<file path="config.mk">
export PLATFORM = sky130hd
export DESIGN_NAME = core_top
export DESIGN_NICKNAME = d
export VERILOG_FILES = /design/src/hw/core_pkg.sv /design/src/hw/core_top.sv /design/src/hw/readback_mux.sv /design/src/hw/control_outputs.sv /design/src/hw/irq_controller.sv /design/src/hw/simple_timer.sv /design/src/hw/time_64bit.sv /design/src/hw/setting_reg.sv
export SDC_FILE = /design/constraint.sdc
export NUM_CORES = 1
export LEC_CHECK = 0
export BUFFER_PORTS_ARGS = -buffer_cell sky130_fd_sc_hd__buf_2
export CAP_MARGIN = 20
export CORE_MARGIN = 3
export CORE_UTILIZATION = 45
export CTS_BUF_LIST = sky130_fd_sc_hd__clkbuf_4
export CTS_CLUSTER_SIZE = 14
export DETAILED_ROUTE_END_ITERATION = 6
export GPL_TIMING_DRIVEN = 0
export PLACE_DENSITY = 0.68
export SYNTH_ARGS = -nofsm -noshare
export SYNTH_HDL_FRONTEND = slang
export SYNTH_HIERARCHICAL = 1
export SYNTH_SLANG_ARGS = --single-unit
</file>
<file path="constraint.sdc">
create_clock -name dsp_clk -period 3.2 [get_ports dsp_clk]
set_input_delay 0 -clock dsp_clk [delete_from_list [all_inputs] [get_ports dsp_clk]]
set_output_delay 0 -clock dsp_clk [all_outputs]
set_load 0.02 [all_outputs]
</file>
<file path="src/hw/core_pkg.sv">
/*
 * Shared setting addresses, readback indices, widths, control structs
 * and the settings bus struct for the control and timing core
 */
`default_nettype none

package core_pkg;

   ////////////////////////////////////////////////////////////
   // Widths that carry a meaning
   typedef logic [7:0]  set_addr_t;
   typedef logic [31:0] set_data_t;
   typedef logic [63:0] vita_time_t;
   typedef logic [7:0]  irq_vec_t;
   typedef logic [3:0]  rb_addr_t;
   typedef logic [7:0]  led_t;

   // One write per cycle, no handshake
   typedef struct packed {
      logic      stb;
      set_addr_t addr;
      set_data_t data;
   } settings_bus_t;

   ////////////////////////////////////////////////////////////
   // Board control lines
   typedef struct packed {
      logic       clock_ready;
      logic [1:0] clk_en;
      logic [1:0] clk_sel;
   } clock_ctrl_t;

   typedef struct packed {
      logic enable;
      logic prbsen;
      logic loopen;
      logic rx_en;
   } serdes_ctrl_t;

   typedef struct packed {
      logic oe_a;
      logic on_a;
      logic oe_b;
      logic on_b;
   } adc_ctrl_t;

   typedef enum logic {TMR_IDLE, TMR_COUNT} timer_state_t;

   ////////////////////////////////////////////////////////////
   // Setting register map
   localparam set_addr_t SR_CLOCK_CTRL  = 8'd0;
   localparam set_addr_t SR_SERDES_CTRL = 8'd1;
   localparam set_addr_t SR_ADC_CTRL    = 8'd2;
   localparam set_addr_t SR_LED_SW      = 8'd3;
   localparam set_addr_t SR_PHY         = 8'd4;
   localparam set_addr_t SR_LED_SRC     = 8'd8;
   localparam set_addr_t SR_TIME64      = 8'd192;  // Hi word at +0, lo word at +1
   localparam set_addr_t SR_SIMTIMER    = 8'd198;  // One-shot at +0, period at +1
   localparam set_addr_t SR_IRQ_MASK    = 8'd200;
   localparam set_addr_t SR_IRQ_ACK     = 8'd201;

   // HW drives LEDs 4..1 after reset
   localparam led_t      LED_SRC_RESET  = 8'h1E;
   // Bump when the register map changes
   localparam set_data_t COMPAT_NUM     = 32'd4;

   // Readback word indices
   localparam rb_addr_t RB_TIME_HI = 4'd0;
   localparam rb_addr_t RB_TIME_LO = 4'd1;
   localparam rb_addr_t RB_PPS_HI  = 4'd2;
   localparam rb_addr_t RB_PPS_LO  = 4'd3;
   localparam rb_addr_t RB_COMPAT  = 4'd4;
   localparam rb_addr_t RB_IRQ     = 4'd5;

endpackage

`default_nettype wire
</file>
<file path="src/hw/core_top.sv">
/*
 * Control and timing core top level
 * Settings bus fans out to time, timers, interrupts, board control and readback
 */
`default_nettype none

module core_top #(
   parameter core_pkg::set_addr_t TIME_BASE  = core_pkg::SR_TIME64,
   parameter core_pkg::set_addr_t TIMER_BASE = core_pkg::SR_SIMTIMER
) (
   input  wire                          dsp_clk,
   input  wire                          rst_i,
   input  wire core_pkg::settings_bus_t set_i,
   input  wire                          pps_i,
   input  wire                          phy_int_n_i,
   input  wire                          run_tx_i,
   input  wire                          run_rx_i,
   input  wire                          clk_status_i,
   input  wire                          serdes_link_up_i,
   input  wire core_pkg::rb_addr_t      rb_addr_i,
   output core_pkg::clock_ctrl_t        clock_ctrl_o,
   output core_pkg::serdes_ctrl_t       serdes_ctrl_o,
   output core_pkg::adc_ctrl_t          adc_ctrl_o,
   output logic                         phy_reset_n_o,
   output core_pkg::led_t               leds_o,
   output logic                         irq_o,
   output core_pkg::set_data_t          rb_data_o
);

   core_pkg::vita_time_t vita_time;
   core_pkg::vita_time_t vita_time_pps;
   core_pkg::irq_vec_t   irq_src;
   core_pkg::irq_vec_t   irq_pending;
   logic                 pps_int;
   logic                 onetime_int;
   logic                 periodic_int;

   ////////////////////////////////////////////////////////////
   // VITA time and timers
   time_64bit #(.BASE(TIME_BASE)) u_time (
      .dsp_clk         (dsp_clk),
      .rst_i           (rst_i),
      .set_i           (set_i),
      .pps_i           (pps_i),
      .vita_time_o     (vita_time),
      .vita_time_pps_o (vita_time_pps),
      .pps_int_o       (pps_int)
   );

   simple_timer #(.BASE(TIMER_BASE)) u_timer (
      .dsp_clk        (dsp_clk),
      .rst_i          (rst_i),
      .set_i          (set_i),
      .onetime_int_o  (onetime_int),
      .periodic_int_o (periodic_int)
   );

   ////////////////////////////////////////////////////////////
   // Interrupts, PHY line is open drain active low
   assign irq_src = {2'b00, serdes_link_up_i, clk_status_i, ~phy_int_n_i,
                     pps_int, periodic_int, onetime_int};

   irq_controller u_irq (
      .dsp_clk   (dsp_clk),
      .rst_i     (rst_i),
      .set_i     (set_i),
      .irq_src_i (irq_src),
      .pending_o (irq_pending),
      .irq_o     (irq_o)
   );

   // Board control lines and LEDs
   control_outputs u_ctrl (
      .dsp_clk          (dsp_clk),
      .rst_i            (rst_i),
      .set_i            (set_i),
      .run_tx_i         (run_tx_i),
      .run_rx_i         (run_rx_i),
      .clk_status_i     (clk_status_i),
      .serdes_link_up_i (serdes_link_up_i),
      .clock_ctrl_o     (clock_ctrl_o),
      .serdes_ctrl_o    (serdes_ctrl_o),
      .adc_ctrl_o       (adc_ctrl_o),
      .phy_reset_n_o    (phy_reset_n_o),
      .leds_o           (leds_o)
   );

   readback_mux u_rb (
      .dsp_clk         (dsp_clk),
      .rst_i           (rst_i),
      .rb_addr_i       (rb_addr_i),
      .vita_time_i     (vita_time),
      .vita_time_pps_i (vita_time_pps),
      .irq_pending_i   (irq_pending),
      .rb_data_o       (rb_data_o)
   );

endmodule

`default_nettype wire

</file>
<file path="src/hw/readback_mux.sv">
/*
 * Registered 16-way status word select for host readback
 */
`default_nettype none

module readback_mux (
   input  wire                       dsp_clk,
   input  wire                       rst_i,
   input  wire core_pkg::rb_addr_t   rb_addr_i,
   input  wire core_pkg::vita_time_t vita_time_i,
   input  wire core_pkg::vita_time_t vita_time_pps_i,
   input  wire core_pkg::irq_vec_t   irq_pending_i,
   output core_pkg::set_data_t       rb_data_o
);

   core_pkg::set_data_t word_sel;

   // Unused indices read zero
   always_comb begin
      case (rb_addr_i)
         core_pkg::RB_TIME_HI: word_sel = vita_time_i[63:32];
         core_pkg::RB_TIME_LO: word_sel = vita_time_i[31:0];
         core_pkg::RB_PPS_HI:  word_sel = vita_time_pps_i[63:32];
         core_pkg::RB_PPS_LO:  word_sel = vita_time_pps_i[31:0];
         core_pkg::RB_COMPAT:  word_sel = core_pkg::COMPAT_NUM;
         core_pkg::RB_IRQ:     word_sel = {24'd0, irq_pending_i};
         default:              word_sel = '0;
      endcase
   end

   always_ff @(posedge dsp_clk) begin
      if (rst_i) begin
         rb_data_o <= '0;
      end else begin
         rb_data_o <= word_sel;
      end
   end

endmodule

`default_nettype wire

</file>
<file path="src/hw/control_outputs.sv">
/*
 * Board control setting registers, PHY reset and LED source selection
 */
`default_nettype none

module control_outputs (
   input  wire                          dsp_clk,
   input  wire                          rst_i,
   input  wire core_pkg::settings_bus_t set_i,
   input  wire                          run_tx_i,
   input  wire                          run_rx_i,
   input  wire                          clk_status_i,
   input  wire                          serdes_link_up_i,
   output core_pkg::clock_ctrl_t        clock_ctrl_o,
   output core_pkg::serdes_ctrl_t       serdes_ctrl_o,
   output core_pkg::adc_ctrl_t          adc_ctrl_o,
   output logic                         phy_reset_n_o,
   output core_pkg::led_t               leds_o
);

   logic           phy_reset;
   core_pkg::led_t led_sw;
   core_pkg::led_t led_src;
   core_pkg::led_t led_hw;

   ////////////////////////////////////////////////////////////
   // Control line registers
   setting_reg #(.ADDR(core_pkg::SR_CLOCK_CTRL), .WIDTH($bits(core_pkg::clock_ctrl_t)))
   u_sr_clock (
      .dsp_clk(dsp_clk), .rst_i(rst_i), .set_i(set_i),
      .value_o(clock_ctrl_o), .changed_o()
   );

   setting_reg #(.ADDR(core_pkg::SR_SERDES_CTRL), .WIDTH($bits(core_pkg::serdes_ctrl_t)))
   u_sr_serdes (
      .dsp_clk(dsp_clk), .rst_i(rst_i), .set_i(set_i),
      .value_o(serdes_ctrl_o), .changed_o()
   );

   setting_reg #(.ADDR(core_pkg::SR_ADC_CTRL), .WIDTH($bits(core_pkg::adc_ctrl_t)))
   u_sr_adc (
      .dsp_clk(dsp_clk), .rst_i(rst_i), .set_i(set_i),
      .value_o(adc_ctrl_o), .changed_o()
   );

   setting_reg #(.ADDR(core_pkg::SR_PHY), .WIDTH(1))
   u_sr_phy (
      .dsp_clk(dsp_clk), .rst_i(rst_i), .set_i(set_i),
      .value_o(phy_reset), .changed_o()
   );

   // Register holds reset active high, pin is active low
   assign phy_reset_n_o = ~phy_reset;

   ////////////////////////////////////////////////////////////
   // LEDs, select bit 1 = hardware, 0 = software
   setting_reg #(.ADDR(core_pkg::SR_LED_SW), .WIDTH($bits(core_pkg::led_t)))
   u_sr_led_sw (
      .dsp_clk(dsp_clk), .rst_i(rst_i), .set_i(set_i),
      .value_o(led_sw), .changed_o()
   );

   setting_reg #(
      .ADDR(core_pkg::SR_LED_SRC), .WIDTH($bits(core_pkg::led_t)),
      .AT_RESET(core_pkg::LED_SRC_RESET)
   ) u_sr_led_src (
      .dsp_clk(dsp_clk), .rst_i(rst_i), .set_i(set_i),
      .value_o(led_src), .changed_o()
   );

   assign led_hw = {3'b000, run_tx_i, run_rx_i, clk_status_i, serdes_link_up_i, 1'b0};
   assign leds_o = (led_src & led_hw) | (~led_src & led_sw);

endmodule

`default_nettype wire

</file>
<file path="src/hw/irq_controller.sv">
/*
 * Edge-triggered interrupt controller with pending, mask and acknowledge
 */
`default_nettype none

module irq_controller (
   input  wire                          dsp_clk,
   input  wire                          rst_i,
   input  wire core_pkg::settings_bus_t set_i,
   input  wire core_pkg::irq_vec_t      irq_src_i,
   output core_pkg::irq_vec_t           pending_o,
   output logic                         irq_o
);

   core_pkg::irq_vec_t mask;
   core_pkg::irq_vec_t src_dly;
   core_pkg::irq_vec_t src_rise;
   core_pkg::irq_vec_t ack_bits;
   logic               ack_wr;

   setting_reg #(
      .ADDR     (core_pkg::SR_IRQ_MASK),
      .WIDTH    ($bits(core_pkg::irq_vec_t)),
      .AT_RESET (8'h00)
   ) u_sr_mask (
      .dsp_clk   (dsp_clk),
      .rst_i     (rst_i),
      .set_i     (set_i),
      .value_o   (mask),
      .changed_o ()
   );

   assign ack_wr   = set_i.stb && (set_i.addr == core_pkg::SR_IRQ_ACK);
   assign ack_bits = ack_wr ? set_i.data[7:0] : 8'h00;
   assign src_rise = irq_src_i & ~src_dly;

   ////////////////////////////////////////////////////////////
   // Pending bits, a new edge wins over the ack
   always_ff @(posedge dsp_clk) begin
      if (rst_i) begin
         src_dly   <= '0;
         pending_o <= '0;
      end else begin
         src_dly   <= irq_src_i;
         pending_o <= (pending_o & ~ack_bits) | src_rise;
      end
   end

   // Straight from registers, no extra delay
   assign irq_o = |(pending_o & mask);

endmodule

`default_nettype wire

</file>
<file path="src/hw/simple_timer.sv">
/*
 * One-shot countdown and periodic interrupt generator
 */
`default_nettype none

module simple_timer #(
   parameter core_pkg::set_addr_t BASE = core_pkg::SR_SIMTIMER
) (
   input  wire                          dsp_clk,
   input  wire                          rst_i,
   input  wire core_pkg::settings_bus_t set_i,
   output logic                         onetime_int_o,
   output logic                         periodic_int_o
);

   localparam core_pkg::set_addr_t ADDR_ONESHOT = BASE;
   localparam core_pkg::set_addr_t ADDR_PERIOD  = BASE + 8'd1;

   core_pkg::timer_state_t state;
   core_pkg::set_data_t    onetime_cnt;
   core_pkg::set_data_t    period;
   core_pkg::set_data_t    period_cnt;
   logic                   wr_oneshot;
   logic                   wr_period;

   assign wr_oneshot = set_i.stb && (set_i.addr == ADDR_ONESHOT);
   assign wr_period  = set_i.stb && (set_i.addr == ADDR_PERIOD);

   // One-shot, a zero count cancels
   always_ff @(posedge dsp_clk) begin
      if (rst_i) begin
         state         <= core_pkg::TMR_IDLE;
         onetime_cnt   <= '0;
         onetime_int_o <= 1'b0;
      end else begin
         onetime_int_o <= 1'b0;
         if (wr_oneshot) begin
            onetime_cnt <= set_i.data;
            state       <= (set_i.data != '0) ? core_pkg::TMR_COUNT : core_pkg::TMR_IDLE;
         end else if (state == core_pkg::TMR_COUNT) begin
            if (onetime_cnt == 32'd1) begin
               onetime_int_o <= 1'b1;
               state         <= core_pkg::TMR_IDLE;
            end else begin
               onetime_cnt <= onetime_cnt - 32'd1;
            end
         end
      end
   end

   // Periodic, reloads from the period register
   always_ff @(posedge dsp_clk) begin
      if (rst_i) begin
         period         <= '0;
         period_cnt     <= '0;
         periodic_int_o <= 1'b0;
      end else begin
         periodic_int_o <= 1'b0;
         if (wr_period) begin
            period     <= set_i.data;
            period_cnt <= set_i.data;
         end else if (period != '0) begin
            if (period_cnt == 32'd1) begin
               periodic_int_o <= 1'b1;
               period_cnt     <= period;
            end else begin
               period_cnt <= period_cnt - 32'd1;
            end
         end
      end
   end

endmodule

`default_nettype wire

</file>
<file path="src/hw/time_64bit.sv">
/*
 * Free-running 64-bit VITA time with staged two-word load
 * and PPS synchronizer, edge detect and time latch
 */
`default_nettype none

module time_64bit #(
   parameter core_pkg::set_addr_t BASE = core_pkg::SR_TIME64
) (
   input  wire                          dsp_clk,
   input  wire                          rst_i,
   input  wire core_pkg::settings_bus_t set_i,
   input  wire                          pps_i,
   output core_pkg::vita_time_t         vita_time_o,
   output core_pkg::vita_time_t         vita_time_pps_o,
   output logic                         pps_int_o
);

   localparam core_pkg::set_addr_t ADDR_HI = BASE;
   localparam core_pkg::set_addr_t ADDR_LO = BASE + 8'd1;

   core_pkg::set_data_t time_hi_staged;
   logic                wr_hi;
   logic                wr_lo;
   logic                pps_meta;
   logic                pps_sync;
   logic                pps_dly;
   logic                pps_rise;

   assign wr_hi    = set_i.stb && (set_i.addr == ADDR_HI);
   assign wr_lo    = set_i.stb && (set_i.addr == ADDR_LO);
   assign pps_rise = pps_sync & ~pps_dly;

   ////////////////////////////////////////////////////////////
   // Time counter, lo word write commits the load
   always_ff @(posedge dsp_clk) begin
      if (rst_i) begin
         time_hi_staged <= '0;
         vita_time_o    <= '0;
      end else begin
         if (wr_hi) begin
            time_hi_staged <= set_i.data;
         end
         if (wr_lo) begin
            vita_time_o <= {time_hi_staged, set_i.data};
         end else begin
            vita_time_o <= vita_time_o + 64'd1;
         end
      end
   end

   ////////////////////////////////////////////////////////////
   // PPS input, two flops then rising edge
   always_ff @(posedge dsp_clk) begin
      if (rst_i) begin
         pps_meta        <= 1'b0;
         pps_sync        <= 1'b0;
         pps_dly         <= 1'b0;
         pps_int_o       <= 1'b0;
         vita_time_pps_o <= '0;
      end else begin
         pps_meta  <= pps_i;
         pps_sync  <= pps_meta;
         pps_dly   <= pps_sync;
         pps_int_o <= pps_rise;
         if (pps_rise) begin
            vita_time_pps_o <= vita_time_o;
         end
      end
   end

endmodule

`default_nettype wire

</file>
<file path="src/hw/setting_reg.sv">
/*
 * Single addressed setting register with reset value and change pulse
 */
`default_nettype none

module setting_reg #(
   parameter core_pkg::set_addr_t ADDR     = 8'd0,
   parameter int                  WIDTH    = 32,
   parameter logic [WIDTH-1:0]    AT_RESET = '0
) (
   input  wire                         dsp_clk,
   input  wire                         rst_i,
   input  wire core_pkg::settings_bus_t set_i,
   output logic [WIDTH-1:0]            value_o,
   output logic                        changed_o
);

   logic hit;

   // Strobe carrying our address
   assign hit = set_i.stb && (set_i.addr == ADDR);

   always_ff @(posedge dsp_clk) begin
      if (rst_i) begin
         value_o   <= AT_RESET;
         changed_o <= 1'b0;
      end else begin
         changed_o <= hit;
         if (hit) begin
            value_o <= set_i.data[WIDTH-1:0];
         end
      end
   end

endmodule

`default_nettype wire

</file>
Word-level counts from Yosys, hierarchy flattened:

Cells that the tools add are included.

* bits in registers: 349
* bits of input ports: 53
* output and inout port bits: 55
* logic and storage cells: 99

* add/subtract/negate cells: 3
* eq/ne operators: 19
* multiplexer cells: 15
* bitwise logic cells: 16
* reductions and logical operators: 22

Operator list (number)
* 32-bit two-way mux: 6
* 32-bit case mux with 6 select lines: 1
* 64-bit by 1-bit adder with 64-bit output, second input constant: 1
* 32-bit by 1-bit equality test with 1-bit output, second input constant: 2
* 64-bit two-way mux: 1
* 32-bit nonzero test: 2
* 32-bit by 1-bit subtractor with 32-bit output, second input constant: 2
* 8-bit equality test, second input constant: 6
* 8-bit AND: 3
* 8-bit NOT: 3
* 8-bit by 2-bit equality test with 1-bit output, second input constant: 2
* 8-bit bitwise OR: 2
* 1-bit logical AND: 12
* 6-bit by 8-bit AND with 8-bit output: 1
* 8-bit by 5-bit AND with 8-bit output: 1
* 4-bit by 2-bit equality test with 1-bit output, second input constant: 2
* 4-bit by 3-bit equality test with 1-bit output, second input constant: 2
* 8-bit by 1-bit equality test with 1-bit output, second input constant: 1
* 8-bit by 3-bit equality test with 1-bit output, second input constant: 1
* 8-bit by 4-bit equality test with 1-bit output, second input constant: 1
* 8-bit logical NOT: 1
* 8-bit two-way mux: 1
* 8-bit OR reduction: 1
* 1-bit two-way mux: 6
* 8 further kinds: 14

Longest topological paths before layout:

Gate-level depths: netlist of the first run.

* depth after elaboration: 6
* gate-level depth with buffers: 9
* depth with buffers taken out: 8

Modules after synthesis:

Netlist of the first run, hierarchy kept.

By module, submodules not included
* time_64bit: instances 1, cells each 888, area an instance 7079.3 um^2, sequential area each 3283.1 um^2
* simple_timer: instances 1, cells each 687, area an instance 5360.1 um^2, sequential area each 1981.9 um^2
* readback_mux: instances 1, cells each 195, area an instance 1906.8 um^2, sequential area each 640.6 um^2
* irq_controller: instances 1, cells each 69, area an instance 728.2 um^2, sequential area each 320.3 um^2
* setting_reg at u_ctrl.u_sr_adc ...: instances 2, cells each 21, area an instance 240.2 um^2, sequential area each 100.1 um^2
* setting_reg at u_ctrl.u_sr_led_sw: instances 1, cells each 39, area an instance 412.9 um^2, sequential area each 180.2 um^2
* setting_reg at u_irq.u_sr_mask: instances 1, cells each 39, area an instance 409.1 um^2, sequential area each 180.2 um^2
* setting_reg at u_ctrl.u_sr_led_src: instances 1, cells each 39, area an instance 386.6 um^2, sequential area each 180.2 um^2
* setting_reg at u_ctrl.u_sr_clock: instances 1, cells each 26, area an instance 284.0 um^2, sequential area each 120.1 um^2
* setting_reg at u_ctrl.u_sr_phy: instances 1, cells each 9, area an instance 93.8 um^2, sequential area each 40.0 um^2
* control_outputs: instances 1, cells each 9, area an instance 88.8 um^2, sequential area each 0.0 um^2
* core_top: instances 1, cells each 2, area an instance 7.5 um^2, sequential area each 0.0 um^2

Least setup slack after synthesis of the first run:

Ideal clock, no wire load.

* path kind: reg-to-reg
* start: register u_timer.onetime_cnt[10]
* end: register u_timer.onetime_cnt[23]
* arrival: 2.580 ns
* required time: 3.109 ns
* path slack: 0.529 ns
* cell stages (with the launch flop): 8
* buffers on the path: 2
* path through: dfxtp_1 -> or4_4 -> or4_1 -> buf_2 -> or3_1 -> buf_6 -> or4_1 -> a311oi_1

* longest elaborated chain between the ends: 4
* elaborated cells on any way between the ends: 7
* those cells by class: add/sub (1); eq/ne (2); mux (3); reduce/logical (1)

RTL lines
* from (decl): RTL line simple_timer.sv:20 `core_pkg::set_data_t onetime_cnt;`
* from (signal assigned): RTL line simple_timer.sv:38 `onetime_cnt <= set_i.data;`
* from (signal assigned): RTL line simple_timer.sv:45 `onetime_cnt <= onetime_cnt - 32'd1;`
* 32-bit by 1-bit subtractor with 32-bit output: RTL line simple_timer.sv:45
* 32-bit two-way mux: RTL line simple_timer.sv:41 `if (onetime_cnt == 32'd1) begin`
* 32-bit two-way mux: RTL line simple_timer.sv:40 `end else if (state == core_pkg::TMR_COUNT) begin`
* 32-bit two-way mux: RTL line simple_timer.sv:37 `if (wr_oneshot) begin`

Several ways; a longest one is shown, not always the timed one. The select of a mux whose other input is x is not followed.
A chain may end at the register's enable or synchronous reset.

Final worst setup path of the first run:

* start: register u_timer.period_cnt[5]
* end: register u_timer.period_cnt[2]

* longest elaborated chain between the ends: 4

RTL lines
* from (decl): RTL line simple_timer.sv:22 `core_pkg::set_data_t period_cnt;`
* from (signal assigned): RTL line simple_timer.sv:61 `period_cnt <= set_i.data;`
* from (signal assigned): RTL line simple_timer.sv:65 `period_cnt <= period;`
* from (signal assigned): RTL line simple_timer.sv:67 `period_cnt <= period_cnt - 32'd1;`
* 32-bit by 1-bit equality test with 1-bit output: RTL line simple_timer.sv:63 `if (period_cnt == 32'd1) begin`
* 32-bit two-way mux: RTL line simple_timer.sv:63
* 32-bit two-way mux: RTL line simple_timer.sv:62 `end else if (period != '0) begin`
* 32-bit two-way mux: RTL line simple_timer.sv:59 `if (wr_period) begin`

Every way passes these cells. The select of a mux whose other input is x is not followed.

==> results.toml, run 1 <==
[drt]
drtPass1Iterations = 7
vias = 16839
drt-total-wl_mm = 57.3
detail_route.vias_per_cell = 5.86
drt-wirelength-per-cell_um = 19.9
drc = 0
drtAntennaViolNets = 0
drt_iter0_drc = 1767

[timing]
final.setup.tns_ps = 0
rsz0062_at_grt = "no"
clock_skew_ps = 54.0
timing.final.max_slew_violations = 0
fmax_mhz = 335
period_minus_slack_ps = 2980
slew_headroom_pct = 21.6
period_share_pct = 93.2
worst_pin_slew_ps = 1170
final_hold_viol_count = 0
setup_violations = 0

[grt]
track_usage_pct = 27.5
antenna_found_initial = 1
grt_pass1_wl_mm = 89.7
grt_max_degree = 52
overflow = 0
first_global_vias = 16307

[setup_path]
crit_cells = 9
path_delay_family = "buffers and inverters"
crit_path_start = "u_timer/period_cnt[5]"
crit_arrival_ps = 3600
cp_cell_sequence = "nor4_2 > and2_1 > clkbuf_1 > and4_1 > clkbuf_1 > clkbuf_1 > nor2_1 > a21oi_1 > o22ai_1"
critPathBufInv = 3
critPathLaunchType = "flip-flop"
path_max_fanout = 10
criticalPathCategory = "flip-flop to flip-flop"
slowest_delay_ps = 530
r2r_cells = 9
r2r-start = "u_timer/period_cnt[5]"
cp_slowest_cell = "nor4_2"
cp_common_cell = "clkbuf_1"
crit_path_end_kind = "flip-flop"
required_ps = 3820

[finish]
final_util_pct = 54.4
num-fill-cells = 3567
layout_common_cells = "dfxtp_1, nand2_1, nor2_1"
final_common_cell = "dfxtp_1"
area_growth_pct = 17.8
drive_gt1_share_pct = 14.6
nets = 2362

[logic_synthesis]
ys_warn_count = 6
syn_inst = 2030
syn_avg_cell_area_sq_um = 8.40
syn_area_sq_um = 17000

[worst_hold_path]
worstHoldPathCells = 3
min_from = "rst_i"
hold_class = "input pin to flip-flop"

[floorplanning]
rows = 70
die_w_um = 201
die_h_um = 201
core_area_sq_um = 37000
initial_core_util_pct = 46.1
ios = 108
die_area_sq_um = 40300

[cts]
htree_levels = 3
cts_tree = "built"
root_buffer = "clkbuf_4"
worstSkewPairLatency_ps = 780
cts_buffer_depth = 3
cts_buffers = 96
clock-sinks = 349
path_clk_slew_ps = 60
post_cts_buffers = 0

[status]
status = "complete, no violations"

[power_and_ir_drop]
leakagePower_nw = 7.31
power.density_nw_per_um2 = 470
ir_worst_vdd_mv = 0.239
total_power_w = 0.00945

[place]
hpwl_mm = 39.7
io_buffers = 107
gp_congestion = 0.935

[flow_run]
cap_violations = 0
-- stage by stage --
| step | setup WS (ps) | cell area, sq um | std cells | hold WS (ps) |
|---|---|---|---|---|
| after floorplan | 529 | 17100 | 2033 | 108 |
| after global placement | 205 | 18200 | 2644 | 231 |
| after detailed placement | 133 | 18200 | 2644 | 247 |
| after CTS | 113 | 20100 | 2875 | 8.41 |
| after global routing | 75.4 | 20100 | 2876 | 85.6 |
| final | 219 | 20100 | 2876 | 71.2 |
-- registers in the layout, summed over array words and instances (netlist names) --
| name | cells |
|---|---|
| u_timer/period | 32 |
| u_time/vita_time_o | 64 |
| u_ctrl/u_sr_phy/value_o | 1 |
| u_ctrl/u_sr_clock/value_o | 5 |
| u_time/vita_time_pps_o | 64 |
| u_irq/src_dly | 8 |
| u_time/time_hi_staged | 32 |
| u_time/pps_int_o | 1 |
| u_ctrl/u_sr_adc/value_o | 4 |
| u_timer/periodic_int_o | 1 |
| u_timer/onetime_int_o | 1 |
| u_time/pps_sync | 1 |
| u_time/pps_dly | 1 |
| u_ctrl/u_sr_serdes/value_o | 4 |
| u_timer/onetime_cnt | 32 |
| u_irq/pending_o | 8 |
| u_irq/u_sr_mask/value_o | 8 |
| u_rb/rb_data_o | 32 |
| u_timer/state | 1 |
| u_time/pps_meta | 1 |
| u_ctrl/u_sr_led_src/value_o | 8 |
| u_ctrl/u_sr_led_sw/value_o | 8 |
| u_timer/period_cnt | 32 |
-- where the power goes --
| part | switching [W] | internal [W] | leakage (nW) |
|---|---|---|---|
| clock network | 0.00191 | 0.00210 | 0.720 |
| logic | 0.000637 | 0.000365 | 3.77 |
| registers | 0.0000517 | 0.00439 | 2.82 |
| total | 0.00260 | 0.00686 | 7.31 |
-- worst reg2reg max path: cells and delay by family (launching register included) --
family | cells | cell delay, ps
and+or+nand+nor | 4 | 1090
DFF | 1 | 400
AOI/OAI and AO/OA | 2 | 220
buffers and inverters | 3 | 1120
-- cell type report --
type	count	area [sq um]	share of cell area, %
clock buffer	143	1070	5.34
clock inverter	22	114	0.567
antenna	1	2.50	0.0125
inverter	14	52.6	0.262
timing repair buffer	173	1200	5.95
multi-input combinational	1525	9370	46.6
sequential	349	6990	34.8
buffer	145	663	3.30
tap	504	631	3.14
-- timing repair --
item | in CTS | in global routing
resized for setup | 0 | 2
hold buffers | 66 | 0
endpoints found under the setup margin | 0 | 2
endpoints found under the hold margin | 227 | 0
-- metal layers --
metal / up-vias / GRT usage [%] / wire length, um
li1: 7890 / - / -
met1: 7937 / 36.3 / 24400
met2: 854 / 44.2 / 26000
met3: 158 / 5.01 / 4870
met5: - / 0 / 0
met4: 0 / 11.9 / 2100
-- final timing paths --
| kind | to | slack [ps] |
|---|---|---|
| worst min-delay path | u_ctrl/u_sr_serdes/value_o[3] | 70 |
| worst max-delay path | u_timer/period_cnt[2] | 220 |
| worst max register to register | u_timer/period_cnt[2] | 220 |
| worst min register to register | u_time/pps_int_o | 440 |
(Power assumes the default switching activity.)
==> run 2: changes to the inputs <==
--- a/config.mk
+++ b/config.mk
@@ -13,7 +13,7 @@
 export CTS_CLUSTER_SIZE = 14
 export DETAILED_ROUTE_END_ITERATION = 6
 export GPL_TIMING_DRIVEN = 0
-export PLACE_DENSITY = 0.68
+export PLACE_DENSITY = 0.7
 export SYNTH_ARGS = -nofsm -noshare
 export SYNTH_HDL_FRONTEND = slang
 export SYNTH_HIERARCHICAL = 1
==> constraint.sdc (replaced) <==
create_clock -name dsp_clk -period 2.57 [get_ports dsp_clk]
set_input_delay 0 -clock dsp_clk [delete_from_list [all_inputs] [get_ports dsp_clk]]
set_output_delay 0 -clock dsp_clk [all_outputs]
set_load 0.02 [all_outputs]
==> results.toml, run 2 (synthesized netlist as in run 1, its figures left out) <==
[cts]
cts_buffer_depth = 3
path_clk_slew_ps = 70
root_buffer = "clkbuf_4"
htree_levels = 3
worstSkewPairLatency_ps = 790
cts_buffers = 94
clock-sinks = 349
cts_tree = "built"

[finish]
nets = 2380
area_growth_pct = 20.0
layout_common_cells = "dfxtp_1, nand2_1, nor2_1"
drive_gt1_share_pct = 16.7
instances_no_fill = 2893
reg_top3 = "u_time/vita_time_o: 64 flops, u_time/vita_time_pps_o: 64 flops"
final_common_cell = "dfxtp_1"

[setup_path]
criticalPathCategory = "flip-flop to flip-flop"
path_max_fanout = 5
r2r-start = "u_timer/onetime_cnt[12]"
crit_path_end_kind = "flip-flop"
ff2ff_setup_slack_ps = -80
crit_path_start = "u_timer/onetime_cnt[12]"
critPathLaunchType = "flip-flop"
required_ps = 3250
crit_arrival_ps = 3330

[drt]
drt-wirelength-per-cell_um = 19.6
detail_route.vias_per_cell = 5.83
drc = 0
drtAntennaViolNets = 0
drt-total-wl_mm = 56.7
drt_iter0_drc = 1672
vias = 16852
drtPass1Iterations = 7

[flow_run]
cap_violations = 0

[timing]
period_share_pct = 103
timing.final.max_slew_violations = 0
slew_headroom_pct = 33.3
setup_violations = 2
clock_skew_ps = 42.5
rsz0062_at_grt = "yes"
fmax_mhz = 378
worst_slack_ps = -77.3
period_minus_slack_ps = 2650
worst_pin_slew_ps = 992
final.setup.tns_ps = -138
final_hold_viol_count = 0

[power_and_ir_drop]
leakagePower_nw = 7.47
ir_worst_vdd_mv = 0.420
power.density_nw_per_um2 = 573
total_power_w = 0.0117

[floorplanning]
initial_core_util_pct = 46.1
ios = 108
die_h_um = 201
rows = 70
die_w_um = 201
die_area_sq_um = 40300
core_area_sq_um = 37000

[place]
post-place-cells = 2644
gp_congestion = 0.972
io_buffers = 107
hpwl_mm = 39.2

[grt]
grt_pass1_wl_mm = 88.9
overflow = 0
track_usage_pct = 27.2
antenna_found_initial = 1
first_global_vias = 16467
grt_max_degree = 52

[status]
status = "complete, but fails checks"
violations = "setup timing"

[worst_hold_path]
min_from = "phy_int_n_i"
hold_class = "input pin to flip-flop"
==> run 2: metal layers <==
metal	vias up	global-route usage, %	routed length, um
li1	7935	-	-
met1	8026	34.2	23600
met2	735	45.2	26900
met3	156	4.43	3920
met4	0	13.5	2310
met5	-	0	0
==> run 2: cell type report <==
cell class | count | area, sq um
inverter | 14 | 52.6
antenna | 2 | 5.00
clock buffer | 144 | 1080
sequential | 349 | 7000
timing repair buffer | 198 | 1410
buffer | 140 | 656
tap | 504 | 631
fill | 3441 | 16500
clock inverter | 17 | 93.8
multi-input combinational | 1525 | 9530
==> run 2: where the power goes <==
group	switching (W)	total [W]	internal [W]
logic	0.000788	0.00126	0.000471
clock network	0.00231	0.00493	0.00262
registers	0.0000673	0.00553	0.00546
total	0.00316	0.0117	0.00855
==> run 2: what timing repair did <==
action                                  in CTS  in global routing
hold buffers                                68                  0
buffers inserted                             9                 13
hold endpoints to repair                   231                  0
cloned                                       0                  1
endpoints found under the setup margin      75                 72
pin swaps                                   14                 16
gates resized for setup                     30                 32
==> run 2: worst paths after layout <==
check,endpoint,cells past startpoint
worst min register to register,u_time/pps_int_o,1
worst max-delay path,u_timer/onetime_cnt[23],5
worst min-delay path,u_irq/src_dly[3],4
worst max register to register,u_timer/onetime_cnt[23],5
==> run 2: critical path, stage by stage, from the launching register on <==
cell and delay [ps]:
dfxtp_2 340, or4_4 530, or4_4 530, or3_4 450, or4_4 430, a311oi_2 270
==> run 2: through the flow <==
step | setup slack (ps) | hold WS, ps | utilization, % | instance area, sq um
detailed placement | -524 | 219 | 49.4 | 18200
floorplan | -98.7 | 108 | - | 17100
global route | -118 | 90.6 | 55.3 | 20500
CTS | -146 | 45.4 | 54.9 | 20300
finish | -77.3 | 111 | 55.3 | 20500
global placement | -499 | 230 | 49.4 | 18200
==> run 3: changes to the inputs <==
--- a/config.mk
+++ b/config.mk
@@ -8,12 +8,12 @@
 export BUFFER_PORTS_ARGS = -buffer_cell sky130_fd_sc_hd__buf_2
 export CAP_MARGIN = 20
 export CORE_MARGIN = 3
-export CORE_UTILIZATION = 45
+export CORE_UTILIZATION = 30
 export CTS_BUF_LIST = sky130_fd_sc_hd__clkbuf_4
 export CTS_CLUSTER_SIZE = 14
 export DETAILED_ROUTE_END_ITERATION = 6
 export GPL_TIMING_DRIVEN = 0
-export PLACE_DENSITY = 0.7
+export PLACE_DENSITY = 0.53
 export SYNTH_ARGS = -nofsm -noshare
 export SYNTH_HDL_FRONTEND = slang
 export SYNTH_HIERARCHICAL = 1
==> results.toml, run 3 (synthesized netlist as in run 1, its figures left out) <==
[drt]
drt-wirelength-per-cell_um = 19.5
drtAntennaViolNets = 0
drc = 0
drt_iter0_drc = 1245
vias = 16662
drtPass1Iterations = 5
drt-total-wl_mm = 61.9
detail_route.vias_per_cell = 5.26

[power_and_ir_drop]
total_power_w = 0.0122
leakagePower_nw = 7.63
pwr-share-seq_pct = 45.3
p_int_w = 0.00886
switching_share_pct = 27.4
clockPowerShare_pct = 43.8
power.density_nw_per_um2 = 576
power.switching_w = 0.00334
combPwrFrac_pct = 10.9
ir_worst_vdd_mv = 0.247

[finish]
final_area_sq_um = 21200
drive_gt1_share_pct = 17.2
instances_no_fill = 3167
layout_common_cells = "dfxtp_1, nand2_1, nor2_1"
area_growth_pct = 24.3
reg_top3 = "u_time/vita_time_o: 64 flops, u_time/vita_time_pps_o: 64 flops"
final_common_cell = "dfxtp_1"
nets = 2408

[floorplanning]
die_h_um = 244
rows = 86
initial_core_util_pct = 30.6
die_w_um = 244
ios = 108
die_area_sq_um = 59700
core_area_sq_um = 55600

[setup_path]
crit_path_end_kind = "flip-flop"
required_ps = 3280
critPathLaunchType = "flip-flop"
slowest_delay_ps = 530
path_delay_family = "simple AND/OR/NAND/NOR gates"
criticalPathCategory = "flip-flop to flip-flop"
crit_arrival_ps = 3400
cp_common_cell = "or4_4"
cp_cell_sequence = "or4_4 > or4_4 > or3_1 > buf_6 > or4_1 > a311oi_2"
critPathBufInv = 1
cp_slowest_cell = "or4_4"
path_max_fanout = 5

[grt]
first_global_vias = 16277
overflow = 0
grt_max_degree = 41
track_usage_pct = 20.1
grt_pass1_wl_mm = 94.5
antenna_found_initial = 2

[cts]
root_buffer = "clkbuf_4"
cts_buffer_depth = 3
worstSkewPairLatency_ps = 840
cts_tree = "built"
cts_buffers = 100
htree_levels = 3
path_clk_slew_ps = 60
clock-sinks = 349

[timing]
holdWs_ps = 85.1
clock_skew_ps = 49.7
fmax_mhz = 372
period_share_pct = 105
worst_pin_slew_ps = 928
rsz0062_at_grt = "yes"
setup_violations = 3
final_hold_viol_count = 0
period_minus_slack_ps = 2690
slew_headroom_pct = 37.7
timing.final.max_slew_violations = 0
worst_slack_ps = -121

[status]
status = "complete, but fails checks"
violations = "setup timing"

[worst_hold_path]
hold_class = "input pin to flip-flop"

[place]
io_buffers = 107
post-place-cells = 2888
gp_congestion = 0.893
place_worst_setup_slack_ps = -600
hpwl_mm = 43.0
post_dp_cell_area_sq_um = 18500

[flow_run]
cap_violations = 0
## run 3: cell count changes in the layout (fill, tap and decap cells not counted), sizes merged
cell         previous run  this run
diode                   2         3
bufinv                  1         3
dlygate4sd3            68        86
clkinv                 14        15
clkbuf                252       255
buf                   162       167
## run 3: power by group through the flow
stage | registers (W) | clock network [W] | logic, W
after floorplan | 0.00562 | 0 | 0.000746
after global placement | 0.00564 | 0 | 0.00116
after detailed placement | 0.00564 | 0 | 0.00117
after CTS | 0.00552 | 0.00552 | 0.00128
after global routing | 0.00553 | 0.00582 | 0.00143
final | 0.00553 | 0.00534 | 0.00133
## run 3: metrics by stage
stage,TNS [ps],utilization [%]
floorplan,-98.7,-
CTS,-193,37.5
finish,-223,38.1
detailed placement,-26120,33.3
global route,-886,38.1
global placement,-23850,33.3
## run 3: worst paths after layout
path,start,to,slack [ps],depth (start not counted)
max,u_timer/onetime_cnt[6],u_timer/onetime_cnt[23],-120,6
min,set_i[17],u_time/time_hi_staged[17],90,4
max reg2reg,u_timer/onetime_cnt[6],u_timer/onetime_cnt[23],-120,6
min reg2reg,u_time/pps_dly,u_time/pps_int_o,440,1
## run 3: tightest hold or removal path: stages
cell and delay, ps:
dlygate4sd3_1 550, buf_2 190, nand2_1 70, a21oi_1 50
## run 3: layout make-up
type / count / area [sq um]
diodes: 3 / 7.51
well taps: 748 / 936
fillers: 5718 / 34400
flip-flops and latches: 349 / 7000
clock buffers: 148 / 1110
inverters: 14 / 52.6
plain buffers: 141 / 663
multi-input cells: 1525 / 9630
clock inverters: 20 / 163
repair buffers: 219 / 1630
## run 3: repair_timing
| action | in CTS | in global routing |
|---|---|---|
| endpoints found under the hold margin | 245 | 0 |
| pin swaps | 16 | 24 |
| resized for setup | 31 | 43 |
| buffers inserted | 9 | 15 |
| endpoints found under the setup margin | 79 | 84 |
| hold buffers | 86 | 0 |
| cloned | 0 | 1 |
## run 3: per-layer routing
layer	vias to the layer above	share of wire [%]	track usage (%)
li1	7991	-	-
met1	7978	44	25.7
met2	545	47	33.2
met3	148	5.8	4.14
met4	0	3.2	7.79
met5	-	0	0
